===== src/hdl/decodePkg.sv =====
// Shared types and helpers for the register-specifier decode stage.
// Register numbers are 9 bits. Field values are 6 bits and a regx bit adds 64.
// Field value 63 is the stack pointer and is renamed per operating mode.
// Opcode encodings cover only the subset this stage needs to tell apart.
`default_nettype none

package decodePkg;

	// ========================================
	// Enumerations
	// ========================================

	// Instruction and postfix opcodes, 7 bits wide
	typedef enum logic [6:0] {
		OP_R2    = 7'h02,
		OP_ADDI  = 7'h04,
		OP_SHIFT = 7'h10,
		OP_LDO   = 7'h4B,
		OP_STB   = 7'h50,
		OP_STW   = 7'h51,
		OP_STT   = 7'h52,
		OP_STO   = 7'h53,
		OP_REGC  = 7'h7A,
		OP_IMMC  = 7'h7B,
		OP_NOP   = 7'h7F
	} opcode_t;

	// The order matters since the mode is added to the stack-pointer base
	typedef enum logic [1:0] {
		MODE_USER    = 2'd0,
		MODE_SUPER   = 2'd1,
		MODE_HYPER   = 2'd2,
		MODE_MACHINE = 2'd3
	} operating_mode_t;

	typedef logic [8:0] aregno_t;

	// ========================================
	// Instruction word and stage structs
	// ========================================

	typedef struct packed {
		logic       spare;
		logic [5:0] rc;
		logic [5:0] rb;
		logic [5:0] ra;
		logic [5:0] rt;
		opcode_t    opcode;
	} instr_t;

	// Window of two words, where ins1 may be a postfix of ins0
	typedef struct packed {
		instr_t          ins0;
		instr_t          ins1;
		logic [3:0]      regx;
		operating_mode_t om;
	} decodeIn_t;

	typedef struct packed {
		aregno_t     ra;
		aregno_t     rb;
		aregno_t     rc;
		aregno_t     rt;
		logic [2:0]  rcc;
		logic        rtWe;
		logic        hasImmc;
		logic [31:0] immc;
		logic        usedPostfix;
	} decodeOut_t;

	// ========================================
	// Helper functions
	// ========================================

	function automatic logic isStore(input opcode_t op);
		return op inside {OP_STB, OP_STW, OP_STT, OP_STO};
	endfunction

	// Opcodes whose C field holds immediate bits rather than a register
	function automatic logic fnImmc(input opcode_t op);
		return op inside {OP_ADDI, OP_LDO, OP_NOP};
	endfunction

	// A set regx bit selects the upper bank, which is the field plus 64
	function automatic aregno_t extReg(input logic [5:0] field, input logic bank);
		return {2'b00, bank, field};
	endfunction

	// Stack pointer gets one physical copy per operating mode
	function automatic aregno_t mapSp(input aregno_t r, input aregno_t base,
		input operating_mode_t om);
		if (r == 9'd63)
			return base + {7'd0, om};
		return r;
	endfunction

endpackage

`default_nettype wire


===== src/hdl/decodeImm.sv =====
// Immediate-C postfix detection.
// Only ins1 is examined. Its bits 31 to 7 form a signed 25-bit payload.
// Without the postfix, immc is forced to zero.
`timescale 1ns/1ns
`default_nettype none

module decodeImm import decodePkg::*; (
	input  decodeIn_t   inData,
	output logic        hasImmc,
	output logic [31:0] immc
);

	logic [24:0] payload;

	// The postfix payload sits above the opcode and fills the rest of the word
	assign payload = inData.ins1[31:7];

	always_comb begin
		hasImmc = 1'b0;
		immc = 32'd0;
		if (inData.ins1.opcode == OP_IMMC) begin
			hasImmc = 1'b1;
			// Replicate the payload's top bit into the upper seven bits
			immc = {{7{payload[24]}}, payload};
		end
	end

endmodule

`default_nettype wire


===== src/hdl/decodeRaRb.sv =====
// Ra and Rb source-register decode.
// Ra uses regx bit 1 and Rb uses regx bit 2 to reach the upper bank.
// ADDI and LDO carry immediate bits in the B field, so Rb is 0 for them.
// SpBase must leave room for four stack pointers below 512.
`timescale 1ns/1ns
`default_nettype none

module decodeRaRb import decodePkg::*; #(
	parameter int SpBase = 65
) (
	input  decodeIn_t inData,
	output aregno_t   ra,
	output aregno_t   rb
);

	localparam aregno_t SpBaseReg = aregno_t'(SpBase);

	aregno_t raExt;
	aregno_t rbExt;

	// Bank extension comes first, then the stack-pointer rename
	always_comb begin
		raExt = extReg(inData.ins0.ra, inData.regx[1]);
		rbExt = extReg(inData.ins0.rb, inData.regx[2]);
		// B field is part of the immediate for these two
		if (inData.ins0.opcode inside {OP_ADDI, OP_LDO})
			rbExt = 9'd0;
	end

	// Register 0 never equals 63, so a cleared Rb stays cleared
	always_comb begin
		ra = mapSp(raExt, SpBaseReg, inData.om);
		rb = mapSp(rbExt, SpBaseReg, inData.om);
	end

endmodule

`default_nettype wire


===== src/hdl/decodeRc.sv =====
// Rc source-register and condition-code decode.
// hasImmc comes from decodeImm. A REGC postfix in ins1 overrides Rc and Rcc.
// The REGC register is taken without bank extension.
// REGC and IMMC never occur together since only one postfix word exists.
`timescale 1ns/1ns
`default_nettype none

module decodeRc import decodePkg::*; #(
	parameter int SpBase = 65
) (
	input  decodeIn_t  inData,
	input  logic       hasImmc,
	output aregno_t    rc,
	output logic [2:0] rcc
);

	localparam aregno_t SpBaseReg = aregno_t'(SpBase);

	aregno_t rcSel;

	always_comb begin
		rcSel = 9'd0;
		rcc = 3'd0;
		// An immediate C operand leaves no register to read
		if (hasImmc)
			rcSel = 9'd0;
		// Stores read their data register from the Rt field
		else if (isStore(inData.ins0.opcode))
			rcSel = extReg(inData.ins0.rt, inData.regx[0]);
		else if (inData.ins0.opcode inside {OP_R2, OP_SHIFT})
			rcSel = extReg(inData.ins0.rc, inData.regx[3]);
		else if (fnImmc(inData.ins0.opcode))
			rcSel = 9'd0;
		else
			rcSel = extReg(inData.ins0.rc, inData.regx[3]);

		// Postfix override, condition code lives in bits 15 to 13 of the postfix
		if (inData.ins1.opcode == OP_REGC) begin
			rcSel = {3'b000, inData.ins1.rt};
			rcc = inData.ins1[15:13];
		end
	end

	// Stack-pointer rename applies to whichever source won above
	assign rc = mapSp(rcSel, SpBaseReg, inData.om);

endmodule

`default_nettype wire


===== src/hdl/decodeRt.sv =====
// Target-register decode.
// Stores and NOP write nothing. Register 0 is constant so it is never written.
// The Rt field uses regx bit 0 for the upper bank.
`timescale 1ns/1ns
`default_nettype none

module decodeRt import decodePkg::*; #(
	parameter int SpBase = 65
) (
	input  decodeIn_t inData,
	output aregno_t   rt,
	output logic      rtWe
);

	localparam aregno_t SpBaseReg = aregno_t'(SpBase);

	logic noTarget;

	// For stores the Rt field names the data source, handled by decodeRc
	assign noTarget = isStore(inData.ins0.opcode) || (inData.ins0.opcode == OP_NOP);

	always_comb begin
		if (noTarget) begin
			rt = 9'd0;
		end else begin
			rt = mapSp(extReg(inData.ins0.rt, inData.regx[0]), SpBaseReg, inData.om);
		end
	end

	// A mapped stack pointer is never zero, so only a true R0 target loses its write
	assign rtWe = !noTarget && (rt != 9'd0);

endmodule

`default_nettype wire


===== src/hdl/decodeStage.sv =====
// Register-specifier decode stage with valid/ready on both sides.
// One cycle of latency, at most one item held in the output register.
// A full output being drained in the same cycle can accept a new item.
// The decoders are purely combinational and see inData directly.
// SpBase is passed down unchanged to the three register decoders.
`timescale 1ns/1ns
`default_nettype none

module decodeStage import decodePkg::*; #(
	parameter int SpBase = 65
) (
	input  logic       clk,
	input  logic       rstN,
	input  logic       inValid,
	output logic       inReady,
	input  decodeIn_t  inData,
	output logic       outValid,
	input  logic       outReady,
	output decodeOut_t outData
);

	// ========================================
	// Combinational decode
	// ========================================

	decodeOut_t nextOut;
	logic inFire;

	decodeImm u_decodeImm (
		.inData  (inData),
		.hasImmc (nextOut.hasImmc),
		.immc    (nextOut.immc)
	);

	decodeRaRb #(.SpBase(SpBase)) u_decodeRaRb (
		.inData (inData),
		.ra     (nextOut.ra),
		.rb     (nextOut.rb)
	);

	// Rc depends on the immediate detection, so hasImmc is fed across
	decodeRc #(.SpBase(SpBase)) u_decodeRc (
		.inData  (inData),
		.hasImmc (nextOut.hasImmc),
		.rc      (nextOut.rc),
		.rcc     (nextOut.rcc)
	);

	decodeRt #(.SpBase(SpBase)) u_decodeRt (
		.inData (inData),
		.rt     (nextOut.rt),
		.rtWe   (nextOut.rtWe)
	);

	// Tells fetch that ins1 was consumed as part of this instruction
	assign nextOut.usedPostfix = (inData.ins1.opcode == OP_REGC) ||
		(inData.ins1.opcode == OP_IMMC);

	// ========================================
	// Handshake and output register
	// ========================================

	// Room exists when the output is empty or leaving this cycle
	assign inReady = !outValid || outReady;
	assign inFire = inValid && inReady;

	always_ff @(posedge clk or negedge rstN) begin
		if (!rstN) begin
			outValid <= 1'b0;
			outData <= '0;
		end else begin
			if (inFire) begin
				outValid <= 1'b1;
				outData <= nextOut;
			end else if (outReady) begin
				// Drained with nothing new, data simply holds its last value
				outValid <= 1'b0;
			end
		end
	end

endmodule

`default_nettype wire


===== config.mk =====
export PLATFORM = sky130hd
export DESIGN_NAME = decodeStage
export DESIGN_NICKNAME = d
export VERILOG_FILES = /design/src/hdl/decodePkg.sv /design/src/hdl/decodeImm.sv /design/src/hdl/decodeRaRb.sv /design/src/hdl/decodeRc.sv /design/src/hdl/decodeRt.sv /design/src/hdl/decodeStage.sv
export SDC_FILE = /design/constraint.sdc
export NUM_CORES = 1
export LEC_CHECK = 0
export BUFFER_PORTS_ARGS = -buffer_cell sky130_fd_sc_hd__buf_2
export CORE_MARGIN = 1
export CORE_UTILIZATION = 56
export CTS_CLUSTER_SIZE = 14
export DETAILED_ROUTE_END_ITERATION = 8
export MAX_ROUTING_LAYER = met4
export PLACE_DENSITY = 0.87
export SLEW_MARGIN = 40
export SYNTH_ARGS = -nofsm -noshare
export SYNTH_HDL_FRONTEND = slang
export SYNTH_HIERARCHICAL = 1
export SYNTH_SLANG_ARGS = --single-unit

===== constraint.sdc =====
create_clock -name clk -period 2.7 [get_ports clk]
set_input_delay 0.135 -clock clk [delete_from_list [all_inputs] [get_ports clk]]
set_output_delay 0.135 -clock clk [all_outputs]
set_load 0.02 [all_outputs]

# After elaboration in Yosys (flattened, before gate mapping)
# Index checks and enable logic that the tools add are counted.
# word_totals
input_bits,74
regBits,75
# op_classes
n_eq_ne,15
muxes,25
add_sub_neg,1
n_reduce_logical,13
# ops
op,count
2-to-1 mux 9 bit,13
"== test 7 bit, second input constant",8
2-to-1 mux 32 bit,1
"== test 7 x 6 -> 1 bit, second input constant",3
2-to-1 mux 7 bit,2
"== test 9 x 6 -> 1 bit, second input constant",1
nonzero test 9 bit,1
"adder 7 x 2 -> 8 bit, first input constant",1
2-to-1 mux 1 bit,8
"== test 7 x 2 -> 1 bit, second input constant",1
"== test 7 x 3 -> 1 bit, second input constant",1
"== test 7 x 5 -> 1 bit, second input constant",1
nonzero test 2 bit,3
nonzero test 4 bit,1
logical OR 1 bit,3
2-to-1 mux 3 bit,1
nonzero test 3 bit,1
logical AND 1 bit,2
logical NOT 1 bit,2

# Logic depth before layout (Yosys ltp)
# logic_depth
word_depth,10
ltp_mapped,10
depth_no_buf,8

# By module
# The synthesis kept the hierarchy.
# modules_own_cells
mod,cells_each,instances,area_each_um2
decodeStage,162,1,3125.5
decodeRc,72,1,515.5
decodeImm,68,1,452.9
decodeRaRb,43,1,300.3
decodeRt,31,1,193.9

# Least setup slack after synthesis
# Ideal clock, no wire load.
# synth_path
path_kind,input to register
startpoint,input inData[10] (netlist name)
endpoint,register outData[47] (netlist name)
path_slack_ns,0.579
stages,10
arrival_time_ns,1.996
cell_sequence,buf_2 buf_2 nand3_1 nor2_1 nor3_1 a31o_2 o22ai_1 nor3_4 a41oi_1 mux2_4
# synth_rtl
item,line,text
start: declaration,decodeStage.sv:16,"input decodeIn_t inData,"
end signal: assignment,decodeStage.sv:74,outData <= nextOut;
end: declaration,decodeStage.sv:19,output decodeOut_t outData

==> reports/metrics.yaml <==
status:
  outcome: "completed"
clocking:
  clk_pin_slew_ns: 0.08
  cts.sinks: 75
  cts_buffers: 9
  clock_path_buffers: 2
  cts_tree: "yes"
  postCtsHoldBufs: 1
  htreeDepth: 3
  root_buffer: "clkbuf_8"
  cts_setup_buffers: 0
  cts_resized: 0
  clkLatencyLatePin_ns: 0.33
die:
  die_w_um: 92.5
  fp.dieArea_um2: 8560
  die_h_um: 92.5
  coreArea_um2: 7810
  rows: 32
  ios: 150
  start_util_pct: 58.8
worst_setup_path:
  arrival_ns: 2.28
  crit_type: "input pin to flip-flop"
  cp.required_ns: 2.92
  start_kind: "input pin"
  worst_setup_path_end_kind: "flip-flop"
  path_max_fanout: 8
cells_and_area:
  area_growth_syn_to_layout_pct: 18.5
  design_area_um2: 5440
  insertedDiodeCount: 0
  final_cell_mix: "buf_2, dfrtp_1, mux2_4"
  final_common_cell: "buf_2"
  drive_above_1_share_pct: 55.0
  layout.nets: 592
placed_design:
  place_congestion: 0.919
  postPlaceCellArea_um2: 5220
  dp_hpwl_um: 7790
  numPortBuffers: 148
timing:
  rsz0062_at_grt: "false"
  setup_total_negative_slack_ns: 0
  tightest_slew_ns: 0.705
  fmax_mhz: 484
  slew_viol_final: 0
  period_needed_ns: 2.07
  slew_headroom_pct: 52.6
  fin_skew_ns: 0.00603
  post-route-period-util_pct: 76.5
  hold_viol_final: 0
  setup_viol: 0
global_routing:
  grt_pass1_vias: 3486
  grt_usage_pct: 26.4
  grt_first_pass_wirelength_um: 17200
  grt_max_degree: 76
  grt-ovfl-total: 0
  antenna_found_initial: 0
power_and_ir_drop:
  ir_worst_vdd_mv: 0.274
  p_leak_uw: 0.00278
  power.switching_uw: 810
  pwr_density_cell_nw_per_um2: 503
  pwr-share-comb_pct: 23.5
  switching_share_pct: 29.6
  pwr-share-clk_pct: 30.4
  power.internal_uw: 1930
  seq_power_share_pct: 46.1
min_path:
  hold_class: "input pin to flip-flop"
drt:
  drc: 0
  wl_per_cell_um: 17.0
  final_antenna_net_count: 0
  first_iter_violations: 180
  routed_wl_um: 10600
  via_count: 3452
  firstDrtPassIters: 4
  viasPerCell: 5.55
logic_synthesis:
  netlist_area_um2: 4590
  syn-instance-count: 376
  synth_edf_count: 0
  ys_warn_count: 6
  avgSynthCellArea_um2: 12.2
  ys_ff_latch: 75
  async_flop_share_pct: 100
  synth_top_flop_cell: "dfrtp_1"
  seq_area_frac_synth_pct: 40.9
  synth.distinct_cells: 66
flow_run:
  maxCapViolCount: 0
critical path, stage by stage:
cell and delay (ns):
buf_2 0.14, nand4bb_1 0.27, nor3_1 0.59, a31o_2 0.30, o22ai_1 0.16, nor3_4 0.25
a41oi_1 0.16, mux2_4 0.28
sequential cells by signal, summed over array words and instances (netlist names):
name / count
outValid: 1
outData: 74
power by group through the flow:
stage	Clock (uW)	Combinational, uW	Sequential, uW
after floorplan	0	320	1390
after global placement	0	626	1280
after global routing	910	688	1270
after detailed placement	0	643	1280
after CTS	866	646	1260
final	834	642	1260
metal layers:
metal,global-route usage [%],part of all wire (%),vias up
met2,43.8,50,157
met3,4.27,6.3,6
met5,-,0,-
met4,6.77,0.65,0
met1,33.8,44,1675
li1,-,-,1614
Yosys cell counts (4+ instances only):
cell type | number | share of area, %
dfrtp_1 | 75 | 41
mux2_4 | 60 | 20
nand2_1 | 32 | 2.6
nor3_2 | 20 | 4.4
buf_4 | 16 | 2.6
mux2_2 | 14 | 3.4
nor2_1 | 13 | 1.1
a21oi_1 | 12 | 1.3
nor3_1 | 12 | 1.3
inv_1 | 10 | 0.82
o21ai_0 | 9 | 0.98
buf_12 | 7 | 3.1
nand3_1 | 7 | 0.76
and2_1 | 5 | 0.68
buf_2 | 5 | 0.55
nand4_1 | 5 | 0.68
a31o_2 | 4 | 0.76
layout make-up:
class                           count  area, um^2
Clock inverter                      3        20.0
Timing Repair Buffer              155         815
Fill cell                         592        2370
Multi-Input combinational cell    264        2380
Sequential cell                    75        1880
Tap cell                          102         128
Inverter                           10        37.5
Clock buffer                       13         179
logic make-up after synthesis:
kind of cell	Yosys count	share of synthesized area (%)
buf+inv	42	7.69
flops	75	40.9
compound gates	54	8.84
other cells	3	0.245
simple gates	125	18.4
mux	74	23.1
fa+ha+maj	3	0.818
through the flow:
stage	std cells	power, uW	hold slack, ns	utilization, %	setup WS (ns)
finish	622	2740	0.0445	69.6	0.634
detailed placement	605	1930	0.208	66.9	0.348
floorplan	381	1710	-0.161	-	0.579
CTS	622	2770	0.0252	69.6	0.706
global placement	605	1900	0.324	66.9	0.411
global route	622	2870	0.0429	69.6	0.470
final timing paths:
check | startpoint | to | slack (ns) | cells past startpoint
max | inData[43] | outData[49]$_DFFE_PN0P_ | 0.63 | 8
min | inValid | outValid$_DFFE_PN0P_ | 0.04 | 2
max reg2reg | outValid$_DFFE_PN0P_ | outData[37]$_DFFE_PN0P_ | 0.96 | 4
min reg2reg | outData[66]$_DFFE_PN0P_ | outData[66]$_DFFE_PN0P_ | 0.51 | 1
max in group asynchronous | rstN | outData[53]$_DFFE_PN0P_ | 1.85 | 2
min in group asynchronous | rstN | outData[27]$_DFFE_PN0P_ | 0.39 | 2
No activity file was read; power rests on OpenSTA's default activity.
